$ cat src/hw/rv_core_pkg.sv
// Shared widths, encodings and funct constants; imported by every core module and the testbench
`default_nettype none

package rv_core_pkg;

    // Data path and address width
    localparam int xlen = 32;

    // Register index width, 32 architectural registers
    localparam int reg_addr_w = 5;

    // Base opcodes handled by the core, instr[6:0]
    typedef enum logic [6:0] {
        op_load   = 7'b0000011,
        op_store  = 7'b0100011,
        op_reg    = 7'b0110011,
        op_imm    = 7'b0010011,
        op_branch = 7'b1100011,
        op_jal    = 7'b1101111
    } opcode_e;

    // ALU operation select
    typedef enum logic [2:0] {
        alu_add = 3'b000,
        alu_sub = 3'b001,
        alu_and = 3'b010,
        alu_or  = 3'b011,
        alu_slt = 3'b101
    } alu_op_e;

    // Immediate format select for the extender
    typedef enum logic [1:0] {
        imm_i = 2'b00,
        imm_s = 2'b01,
        imm_b = 2'b10,
        imm_j = 2'b11
    } imm_src_e;

    // Register write-back source
    typedef enum logic [1:0] {
        res_alu = 2'b00,
        res_mem = 2'b01,
        res_pc4 = 2'b10
    } result_src_e;

    // funct3 codes for the supported ALU operations
    localparam logic [2:0] funct3_add_sub = 3'b000;
    localparam logic [2:0] funct3_slt     = 3'b010;
    localparam logic [2:0] funct3_or      = 3'b110;
    localparam logic [2:0] funct3_and     = 3'b111;

    // Instruction bit that selects sub over add (funct7 bit 5)
    localparam int funct7_sub_bit = 30;

endpackage

`default_nettype wire

$ cat src/hw/imm_extend.sv
// Immediate extender for the core datapath; builds the 32-bit immediate from the instruction
`timescale 1ns/1ps
`default_nettype none

module imm_extend (
    input  logic [31:7]                  instr,
    input  rv_core_pkg::imm_src_e        imm_src,
    output logic [rv_core_pkg::xlen-1:0] imm_ext
);

    import rv_core_pkg::*;

    always_comb begin
        case (imm_src)
            // Loads and ALU immediates
            imm_i: begin
                imm_ext = {{20{instr[31]}}, instr[31:20]};
            end
            // Stores, offset split across two fields
            imm_s: begin
                imm_ext = {{20{instr[31]}}, instr[31:25], instr[11:7]};
            end
            // Branches, halfword aligned
            imm_b: begin
                imm_ext = {{20{instr[31]}}, instr[7], instr[30:25], instr[11:8], 1'b0};
            end
            // jal, 21-bit signed offset
            imm_j: begin
                imm_ext = {{12{instr[31]}}, instr[19:12], instr[20], instr[30:21], 1'b0};
            end
            default: begin
                imm_ext = '0;
            end
        endcase
    end

endmodule

`default_nettype wire

$ cat src/hw/control_decoder.sv
// Control decoder for the single-cycle core; turns opcode and funct fields into datapath controls
`timescale 1ns/1ps
`default_nettype none

module control_decoder (
    input  logic [31:0]              instr,
    input  logic                     zero,
    output logic                     reg_write,
    output logic                     alu_src,
    output logic                     mem_write,
    output rv_core_pkg::result_src_e result_src,
    output rv_core_pkg::imm_src_e    imm_src,
    output rv_core_pkg::alu_op_e     alu_op,
    output logic                     pc_src
);

    import rv_core_pkg::*;

    opcode_e    opcode;
    logic [2:0] funct3;
    logic       alu_decode;
    logic       branch;
    logic       jump;

    assign opcode = opcode_e'(instr[6:0]);
    assign funct3 = instr[14:12];

    // Main decoder
    always_comb begin
        reg_write  = 1'b0;
        alu_src    = 1'b0;
        mem_write  = 1'b0;
        result_src = res_alu;
        imm_src    = imm_i;
        alu_decode = 1'b0;
        branch     = 1'b0;
        jump       = 1'b0;
        case (opcode)
            op_load: begin
                reg_write  = 1'b1;
                alu_src    = 1'b1;
                result_src = res_mem;
            end
            op_store: begin
                alu_src   = 1'b1;
                mem_write = 1'b1;
                imm_src   = imm_s;
            end
            op_reg: begin
                reg_write  = 1'b1;
                alu_decode = 1'b1;
            end
            op_imm: begin
                reg_write  = 1'b1;
                alu_src    = 1'b1;
                alu_decode = 1'b1;
            end
            op_branch: begin
                imm_src = imm_b;
                branch  = 1'b1;
            end
            op_jal: begin
                reg_write  = 1'b1;
                result_src = res_pc4;
                imm_src    = imm_j;
                jump       = 1'b1;
            end
            default: begin
                // Unknown opcodes keep every write off
            end
        endcase
    end

    // ALU decoder, beq compares through a subtract
    always_comb begin
        alu_op = alu_add;
        if (branch) begin
            alu_op = alu_sub;
        end else if (alu_decode) begin
            case (funct3)
                funct3_add_sub: begin
                    // Bit 30 selects sub only in the register form
                    if ((opcode == op_reg) && instr[funct7_sub_bit]) begin
                        alu_op = alu_sub;
                    end else begin
                        alu_op = alu_add;
                    end
                end
                funct3_slt: begin
                    alu_op = alu_slt;
                end
                funct3_or: begin
                    alu_op = alu_or;
                end
                funct3_and: begin
                    alu_op = alu_and;
                end
                default: begin
                    alu_op = alu_add;
                end
            endcase
        end
    end

    assign pc_src = (branch & zero) | jump;

endmodule

`default_nettype wire

$ cat src/hw/register_file.sv
// Register file for the core; 32 x 32-bit registers with two read ports and one write port
`timescale 1ns/1ps
`default_nettype none

module register_file (
    input  logic                               clk,
    input  logic                               reset,
    input  logic [rv_core_pkg::reg_addr_w-1:0] read_addr1,
    input  logic [rv_core_pkg::reg_addr_w-1:0] read_addr2,
    input  logic [rv_core_pkg::reg_addr_w-1:0] write_addr,
    input  logic [rv_core_pkg::xlen-1:0]       write_data,
    input  logic                               write_enable,
    output logic [rv_core_pkg::xlen-1:0]       read_data1,
    output logic [rv_core_pkg::xlen-1:0]       read_data2
);

    import rv_core_pkg::*;

    localparam int num_regs = 2 ** reg_addr_w;

    logic [xlen-1:0] regs [num_regs];

    // Writes to x0 are dropped
    always_ff @(posedge clk or posedge reset) begin
        if (reset) begin
            for (int i = 0; i < num_regs; i++) begin
                regs[i] <= '0;
            end
        end else if (write_enable && (write_addr != '0)) begin
            regs[write_addr] <= write_data;
        end
    end

    // Combinational reads, x0 hard-wired to zero
    assign read_data1 = (read_addr1 == '0) ? '0 : regs[read_addr1];
    assign read_data2 = (read_addr2 == '0) ? '0 : regs[read_addr2];

endmodule

`default_nettype wire

$ cat src/hw/alu.sv
// ALU for the core datapath; add, sub, and, or and signed set-less-than with a zero flag
`timescale 1ns/1ps
`default_nettype none

module alu (
    input  logic [rv_core_pkg::xlen-1:0] a,
    input  logic [rv_core_pkg::xlen-1:0] b,
    input  rv_core_pkg::alu_op_e         op,
    output logic [rv_core_pkg::xlen-1:0] result,
    output logic                         zero
);

    import rv_core_pkg::*;

    logic [xlen-1:0] diff;
    logic            less;

    // Shared subtractor for sub
    assign diff = a - b;

    // Signed compare for slt
    assign less = $signed(a) < $signed(b);

    always_comb begin
        case (op)
            alu_add: begin
                result = a + b;
            end
            alu_sub: begin
                result = diff;
            end
            alu_and: begin
                result = a & b;
            end
            alu_or: begin
                result = a | b;
            end
            alu_slt: begin
                result = {{(xlen - 1){1'b0}}, less};
            end
            default: begin
                result = '0;
            end
        endcase
    end

    // beq compares through a subtract
    assign zero = (result == '0);

endmodule

`default_nettype wire

$ cat src/hw/datapath.sv
// Datapath of the single-cycle core; PC, register file, ALU, extender and result selection
`timescale 1ns/1ps
`default_nettype none

module datapath (
    input  logic                         clk,
    input  logic                         reset,
    input  logic [31:0]                  instr,
    input  logic [rv_core_pkg::xlen-1:0] read_data,
    input  logic                         reg_write,
    input  logic                         alu_src,
    input  rv_core_pkg::result_src_e     result_src,
    input  rv_core_pkg::imm_src_e        imm_src,
    input  rv_core_pkg::alu_op_e         alu_op,
    input  logic                         pc_src,
    output logic                         zero,
    output logic [rv_core_pkg::xlen-1:0] pc,
    output logic [rv_core_pkg::xlen-1:0] data_addr,
    output logic [rv_core_pkg::xlen-1:0] write_data
);

    import rv_core_pkg::*;

    logic [xlen-1:0] pc_next;
    logic [xlen-1:0] pc_plus4;
    logic [xlen-1:0] pc_target;
    logic [xlen-1:0] imm_ext;
    logic [xlen-1:0] src_a;
    logic [xlen-1:0] src_b;
    logic [xlen-1:0] rd2;
    logic [xlen-1:0] alu_result;
    logic [xlen-1:0] result;

    // Program counter
    always_ff @(posedge clk or posedge reset) begin
        if (reset) begin
            pc <= '0;
        end else begin
            pc <= pc_next;
        end
    end

    assign pc_plus4  = pc + xlen'(4);
    assign pc_target = pc + imm_ext;

    // Branch or jal target when taken, else fall through
    assign pc_next = pc_src ? pc_target : pc_plus4;

    register_file rf_i (
        .clk          (clk),
        .reset        (reset),
        .read_addr1   (instr[19:15]),
        .read_addr2   (instr[24:20]),
        .write_addr   (instr[11:7]),
        .write_data   (result),
        .write_enable (reg_write),
        .read_data1   (src_a),
        .read_data2   (rd2)
    );

    imm_extend ext_i (
        .instr   (instr[31:7]),
        .imm_src (imm_src),
        .imm_ext (imm_ext)
    );

    // Second operand is rs2 or the immediate
    assign src_b = alu_src ? imm_ext : rd2;

    alu alu_i (
        .a      (src_a),
        .b      (src_b),
        .op     (alu_op),
        .result (alu_result),
        .zero   (zero)
    );

    // Write-back select
    always_comb begin
        case (result_src)
            res_alu: begin
                result = alu_result;
            end
            res_mem: begin
                result = read_data;
            end
            res_pc4: begin
                result = pc_plus4;
            end
            default: begin
                result = alu_result;
            end
        endcase
    end

    // Memory address from the ALU, store data straight from rs2
    assign data_addr  = alu_result;
    assign write_data = rd2;

endmodule

`default_nettype wire

$ cat src/hw/rv_core_top.sv
// Top level of the RV32I subset core; connects the decoder and datapath to the memory ports
`timescale 1ns/1ps
`default_nettype none

module rv_core_top (
    input  logic                         clk,
    input  logic                         reset,
    input  logic [31:0]                  instr,
    input  logic [rv_core_pkg::xlen-1:0] read_data,
    output logic [rv_core_pkg::xlen-1:0] pc,
    output logic [rv_core_pkg::xlen-1:0] data_addr,
    output logic [rv_core_pkg::xlen-1:0] write_data,
    output logic                         mem_write
);

    import rv_core_pkg::*;

    logic        reg_write;
    logic        alu_src;
    logic        pc_src;
    logic        zero;
    result_src_e result_src;
    imm_src_e    imm_src;
    alu_op_e     alu_op;

    control_decoder dec_i (
        .instr      (instr),
        .zero       (zero),
        .reg_write  (reg_write),
        .alu_src    (alu_src),
        .mem_write  (mem_write),
        .result_src (result_src),
        .imm_src    (imm_src),
        .alu_op     (alu_op),
        .pc_src     (pc_src)
    );

    datapath dp_i (
        .clk        (clk),
        .reset      (reset),
        .instr      (instr),
        .read_data  (read_data),
        .reg_write  (reg_write),
        .alu_src    (alu_src),
        .result_src (result_src),
        .imm_src    (imm_src),
        .alu_op     (alu_op),
        .pc_src     (pc_src),
        .zero       (zero),
        .pc         (pc),
        .data_addr  (data_addr),
        .write_data (write_data)
    );

endmodule

`default_nettype wire

$ cat config.mk
export PLATFORM = sky130hd
export DESIGN_NAME = rv_core_top
export DESIGN_NICKNAME = d
export VERILOG_FILES = /design/src/hw/rv_core_pkg.sv /design/src/hw/imm_extend.sv /design/src/hw/control_decoder.sv /design/src/hw/register_file.sv /design/src/hw/alu.sv /design/src/hw/datapath.sv /design/src/hw/rv_core_top.sv
export SDC_FILE = /design/constraint.sdc
export NUM_CORES = 2
export LEC_CHECK = 0
export BUFFER_PORTS_ARGS = -buffer_cell sky130_fd_sc_hd__clkbuf_2
export CAP_MARGIN = 10
export CORE_MARGIN = 8
export CORE_UTILIZATION = 45
export CTS_CLUSTER_DIAMETER = 100
export DETAILED_ROUTE_END_ITERATION = 10
export HOLD_SLACK_MARGIN = 0.06
export SLEW_MARGIN = 20
export SYNTH_ARGS = -nofsm -noshare
export SYNTH_HDL_FRONTEND = slang
export SYNTH_HIERARCHICAL = 1
export SYNTH_SLANG_ARGS = --single-unit
$ cat constraint.sdc
create_clock -name clk -period 64.1 [get_ports clk]
set_input_delay 12.82 -clock clk [delete_from_list [all_inputs] [get_ports clk]]
set_output_delay 12.82 -clock clk [all_outputs]
set_load 0.1 [all_outputs]
**Yosys cells after proc, flatten, opt, wreduce, memory -nomap -nowiden**

Cells that the tools add are included.

- Register bits after elaboration: 1056
- Output and inout port bits: 97
- Logic and storage cells: 108

- Add/sub/neg operators: 4
- $lt $le $gt $ge: 5
- Equality and inequality tests: 18
- Muxes and demuxes: 28
- Bitwise logic cells: 7
- Reduce and logical (&&, ||, !) cells: 13

Operators by type and width:

| kind | count |
|---|---|
| bitwise mux 1024 bit | 1 |
| binary-select mux 32 bit (select 5 bit) | 2 |
| 2-to-1 mux 32 bit | 9 |
| demux 32 bit (select 5 bit) | 1 |
| one-hot mux 32 bit (5 select lines) | 1 |
| one-hot mux 32 bit (4 select lines) | 1 |
| adder 32 bit | 2 |
| one-hot mux 32 bit (2 select lines) | 1 |
| adder 32 x 3 -> 32 bit, second input constant | 1 |
| bitwise AND 32 bit | 1 |
| logical NOT 32 bit | 1 |
| less-than comparator 32 bit | 1 |
| OR 32 bit | 1 |
| subtractor 32 bit | 1 |
| greater-or-equal comparator 6 bit, second input constant | 3 |
| inverter 5 -> 6 bit | 3 |
| equality test 7 x 6 -> 1 bit, second input constant | 2 |
| equality test 7 bit, second input constant | 2 |
| one-hot mux 3 bit (4 select lines) | 1 |
| logical NOT 5 bit | 2 |
| equality test 3 x 2 -> 1 bit, second input constant | 3 |
| equality test 3 bit, second input constant | 3 |
| equality test 7 x 2 -> 1 bit, second input constant | 1 |
| equality test 7 x 5 -> 1 bit, second input constant | 1 |
| other kinds (17) | 30 |

**Logic depth before layout (Yosys ltp)**

- Depth in word-level cells: 12
- Depth in mapped cells: 33
- Mapped depth without buffers: 27

**Cells and area by module**

The synthesis kept the hierarchy.

By module, submodules not included:

| module | instances | cells an instance | area each (sq um) | sequential area each (sq um) |
|---|---|---|---|---|
| register_file | 1 | 3707 | 54468.5 | 25624.6 |
| alu | 1 | 821 | 5397.7 | 0.0 |
| datapath | 1 | 580 | 4479.3 | 800.8 |
| imm_extend | 1 | 39 | 322.8 | 0.0 |
| control_decoder | 1 | 31 | 165.2 | 0.0 |

**Worst setup path before layout**

Ideal clock, no wire load.

- Kind: input -> output
- Start: input instr[21]
- End: output data_addr[26] in the netlist's numbering
- Data arrival time: 21.842 ns
- Required time: 51.280 ns
- Slack: 29.438 ns
- Cell stages on the path: 21
- Path buffers: 3
- Cell sequence: buf_2 > buf_4 > nand2_1 > buf_1 > o22ai_1 > a221o_1 > a22o_1 > nor4_1 > mux2_2 > ha_1 > inv_1 > fa_1 > nor2b_1 > o211ai_1 > a2111oi_0 > nor3_1 > o21ai_0 > nand2_1 > nand2_1 > xnor2_1 > o21ai_0

- Cells in the longest elaborated chain, start to end: 8
- Elaborated cells on any way between the ends: 13
- Those cells by class: 2 x add/sub; 7 x mux; 3 x bitwise; 1 x reduce/logical

RTL lines:

| element | line | source |
|---|---|---|
| start: declaration | rv_core_top.sv:8 | `input logic [31:0] instr,` |
| inverter 5 -> 6 bit (implied by the code) | register_file.sv:36 | `assign read_data2 = (read_addr2 == '0) ? '0 : regs[read_addr2];` |
| binary-select mux 32 bit (select 5 bit) | register_file.sv:36 |  |
| 2-to-1 mux 32 bit (implied by the code) (2 in series) | register_file.sv:36 |  |
| 2-to-1 mux 32 bit * | register_file.sv:36 |  |
| named net write_data, one bit | rv_core_top.sv:12 | `output logic [rv_core_pkg::xlen-1:0] write_data,` |
| 2-to-1 mux 32 bit * | datapath.sv:68 | `assign src_b = alu_src ? imm_ext : rd2;` |
| named net dp_i.src_b[0] | datapath.sv:29 | `logic [xlen-1:0] src_b;` |
| subtractor 32 bit or adder 32 bit (tied branches) | alu.sv:19, alu.sv:27 |  |
| one-hot mux 32 bit (5 select lines) * | alu.sv:25 | `case (op)` |
| end: declaration | rv_core_top.sv:11 | `output logic [rv_core_pkg::xlen-1:0] data_addr,` |

The timed path passes the listed nets; every way through them passes the cells marked *. The select of a mux whose other input is x is not followed.

**Worst setup path after layout**

- Start: input instr[15]
- End: output data_addr[31] in the netlist's numbering

- Cells in the longest elaborated chain, start to end: 7
- Elaborated cells on any way between the ends: 13
- Those cells by class: 2 x add/sub; 7 x mux; 3 x bitwise; 1 x reduce/logical

RTL lines:

| element | line | source |
|---|---|---|
| inverter 5 -> 6 bit (implied by the code) | register_file.sv:35 | `assign read_data1 = (read_addr1 == '0) ? '0 : regs[read_addr1];` |
| binary-select mux 32 bit (select 5 bit) | register_file.sv:35 |  |
| 2-to-1 mux 32 bit (implied by the code) (2 in series) | register_file.sv:35 |  |
| 2-to-1 mux 32 bit * | register_file.sv:35 |  |
| named net dp_i.src_a[3] | datapath.sv:28 | `logic [xlen-1:0] src_a;` |
| subtractor 32 bit or adder 32 bit (tied branches) | alu.sv:19, alu.sv:27 |  |
| one-hot mux 32 bit (5 select lines) * | alu.sv:25 |  |

Marks and branches as above.

==> metrics <==
synthesized net count=5,389; CP Class=in2out; FF-to-FF End=dp_i/pc[26]; Sink Count=1,056; DR vias=47,400; worst hold path class=reg2reg; fmax=28.7 MHz; H-tree depth=3; worst hold slack=0.397 ns; synthesized cell area=64,800 um2; pwr dens=26.5 nW/um2; worst-skew pair later-pin latency=0.77 ns; final worst path period share=54.3%; r2r startpoint=dp_i/rf_i/regs[772]; Critical Path Slowest Stage Cell=a2111oi_0; initial core utilization=45.2%; I/O pins=163; share of cells above drive strength 1=41.2%; Routed Wire Length=237 mm; Routed Antenna Nets=0; total track usage=29.5%; first-pass GRT wire length=343 mm; Seq/Total Area, Yosys=40.8%; critical-path cell list=buf_8 > buf_12 > buf_4 > buf_4 > buf_4 > mux4_2 > a22o_1 > a2111oi_0 > nor3_1 > inv_1 > ha_1 > and2_1 > a221o_1 > o211ai_1 > a21oi_1 > o21ai_0 > o21a_1 > o211ai_1 > xnor2_1 > o21ai_0 > and2_1 > clkbuf_2; Nets=5,297; die area=156,000 um2; remaining routing DRC violations=0; number of detailed-route iterations in the first pass=6; Endpoint, Worst Hold=dp_i/rf_i/regs[1013]; number of synthesized register bits=1,056; Post-synth ARST share=100%; Netlist cell types=104; # rows=139; crit-path most repeated cell=buf_4; hold path startpoint=dp_i/rf_i/regs[1013]; area of the multi-input gates=36,100 um2; Clock Tree Buf Depth=3; Post-DP HPWL=149 mm; most used flip-flop cell after synthesis=dfrtp_1; Synth Warn #=6; Slew HR=5.77%; Worst VDD drop=0.0340 mV; Post-CTS Resized=0; Max Transition Viols Final=0; Post-Syn Area per Cell=12.5 um2; Fin Setup TNS=0 ns; IO Port Bufs=162; Post-Syn Instances=5,178; RSZ-0062 raised after global routing=false; fill count=12,500; Post-synth EDFFs=0; hold depth=0; Reg2Reg Setup Slack=54.61 ns; initial antenna violation count=10; Largest stage delay, worst path=0.86 ns; hold_buf cts=0; Critical Path RT=51.28 ns; chip height=396 um; CTS tree=yes; post-route minimum period=34.79 ns; via/cell ratio=6.69; Num CTS Buffers=114; startpoint types=primary input; die width=396 um; max_cap viols=0; Avg WL per Cell=33.5 um; number of global-route vias before repair=47,000; Setup crit end kind=output pin; Reg2Reg Depth=25; status=completed; Placer Congestion=0.991; Worst EP arrival=21.97 ns; largest net degree at the start of global routing=172; final hold violation count=0; total area of sequential cells=26,400 um2; Pleak=32.8 nW; Slew @ Worst Pin=1.40 ns; Root Buffer=clkbuf_16; crit path max fanout=75; Area Overhead vs Synth=10.2%; total grt overflow=0; Final setup viols=0; clk slew on worst S/H paths=0.06 ns; core region area=143,000 um2; Clock Skew=0.0519 ns; total setup buffers inserted after CTS=0; Initial DRC Count=4,665
-- flip-flops by register name (all words and copies together), names as in the netlist --
signal	count
dp_i/rf_i/regs	1024
dp_i/pc	32
-- layout make-up --
cell class	count	share of cell area (%)
multi-input cells	3477	50.5
flip-flops and latches	1056	37.0
clock buffers	167	4.74
well taps	1903	3.33
repair buffers	317	2.94
clock inverters	41	0.781
inverters	120	0.641
diodes	9	0.0315
-- worst max-delay path by stage --
| stage | from | endpoint | slack [ns] | depth (start not counted) |
|---|---|---|---|---|
| global route | instr[15] | data_addr[31] | 28.78 | 22 |
| CTS | instr[15] | data_addr[31] | 29.49 | 22 |
| finish | instr[15] | data_addr[31] | 29.31 | 22 |
| global placement | instr[15] | data_addr[31] | 29.55 | 22 |
| detailed placement | instr[15] | data_addr[31] | 29.55 | 22 |
| floorplan | reset | dp_i/rf_i/regs[0] | 22.46 | 1 |
-- critical path: cells and delay by family --
family | cells | cell delay [ns]
compound gates | 9 | 3.32
xor+xnor | 1 | 0.15
fa+ha+maj | 1 | 0.30
buf+inv | 7 | 3.60
mux | 1 | 0.59
simple gates | 3 | 0.81
-- power by group --
group	internal, mW	switching, mW
combinational	0.134	0.347
clock	0.405	0.285
sequential	0.694	0.0289
total	1.23	0.662
-- logic make-up after synthesis --
family                   after synthesis  share of synthesized area [%]
AO/OA/AOI/OAI                        858                           9.44
XOR/XNOR                              68                          0.942
adder cells (fa/ha/maj)              145                           2.83
buffers and inverters                645                           4.44
flip-flops                          1056                           40.8
multiplexers                        1743                           36.2
AND/OR/NAND/NOR                      663                           5.34
-- stage by stage --
step                      util [%]  std cells  setup slack [ns]  power (mW)  cell area [um2]
after floorplan                  -       5178             22.46        1.06            64800
after global placement        47.0       6873             29.55        1.20            67400
after detailed placement      47.1       6873             29.55        1.21            67400
after CTS                     49.8       7081             29.49        1.90            71400
after global routing          49.8       7081             28.78        1.96            71400
final                         49.8       7090             29.31        1.90            71400
-- per-layer routing --
layer / track usage [%] / share of wire, % / vias up
met4: 14.2 / 5.6 / 2
met2: 44.8 / 44 / 2257
met3: 6.67 / 8.7 / 576
met5: 0 / 0.0063 / -
met1: 40.1 / 41 / 25000
li1: - / - / 19600
-- synthesized netlist by cell type (50+ instances only) --
cell	instances	area, um2
o21ai_0	106	531
mux2i_1	261	2610
nor2b_1	86	538
o22ai_1	81	507
nor3_1	66	330
a22o_1	84	736
dfrtp_1	1056	26400
a21oi_1	154	771
a2111oi_0	50	438
buf_2	96	480
mux2_2	1109	12500
a211oi_1	82	616
inv_1	117	439
clkbuf_1	305	1140
nand3_1	52	260
ha_1	142	1780
nand2_1	150	563
buf_4	50	375
mux4_2	373	8400
buf_1	58	218
nor2_1	127	477
-- cells in the final DEF, fill, tap and decap left out, drive strengths merged, types with 55 or more instances in the layout --
| master | instances |
|---|---|
| nand3 | 55 |
| o22ai | 81 |
| inv | 119 |
| a2111oi | 55 |
| nor2 | 128 |
| mux2i | 261 |
| clkbuf | 324 |
| a22o | 84 |
| nor2b | 86 |
| nand2 | 150 |
| a21oi | 154 |
| buf | 160 |
| ha | 142 |
| mux2 | 1109 |
| a211oi | 86 |
| dfrtp | 1056 |
| o21ai | 109 |
| nor3 | 67 |
| mux4 | 373 |
Power figures use the tool's default switching activity.
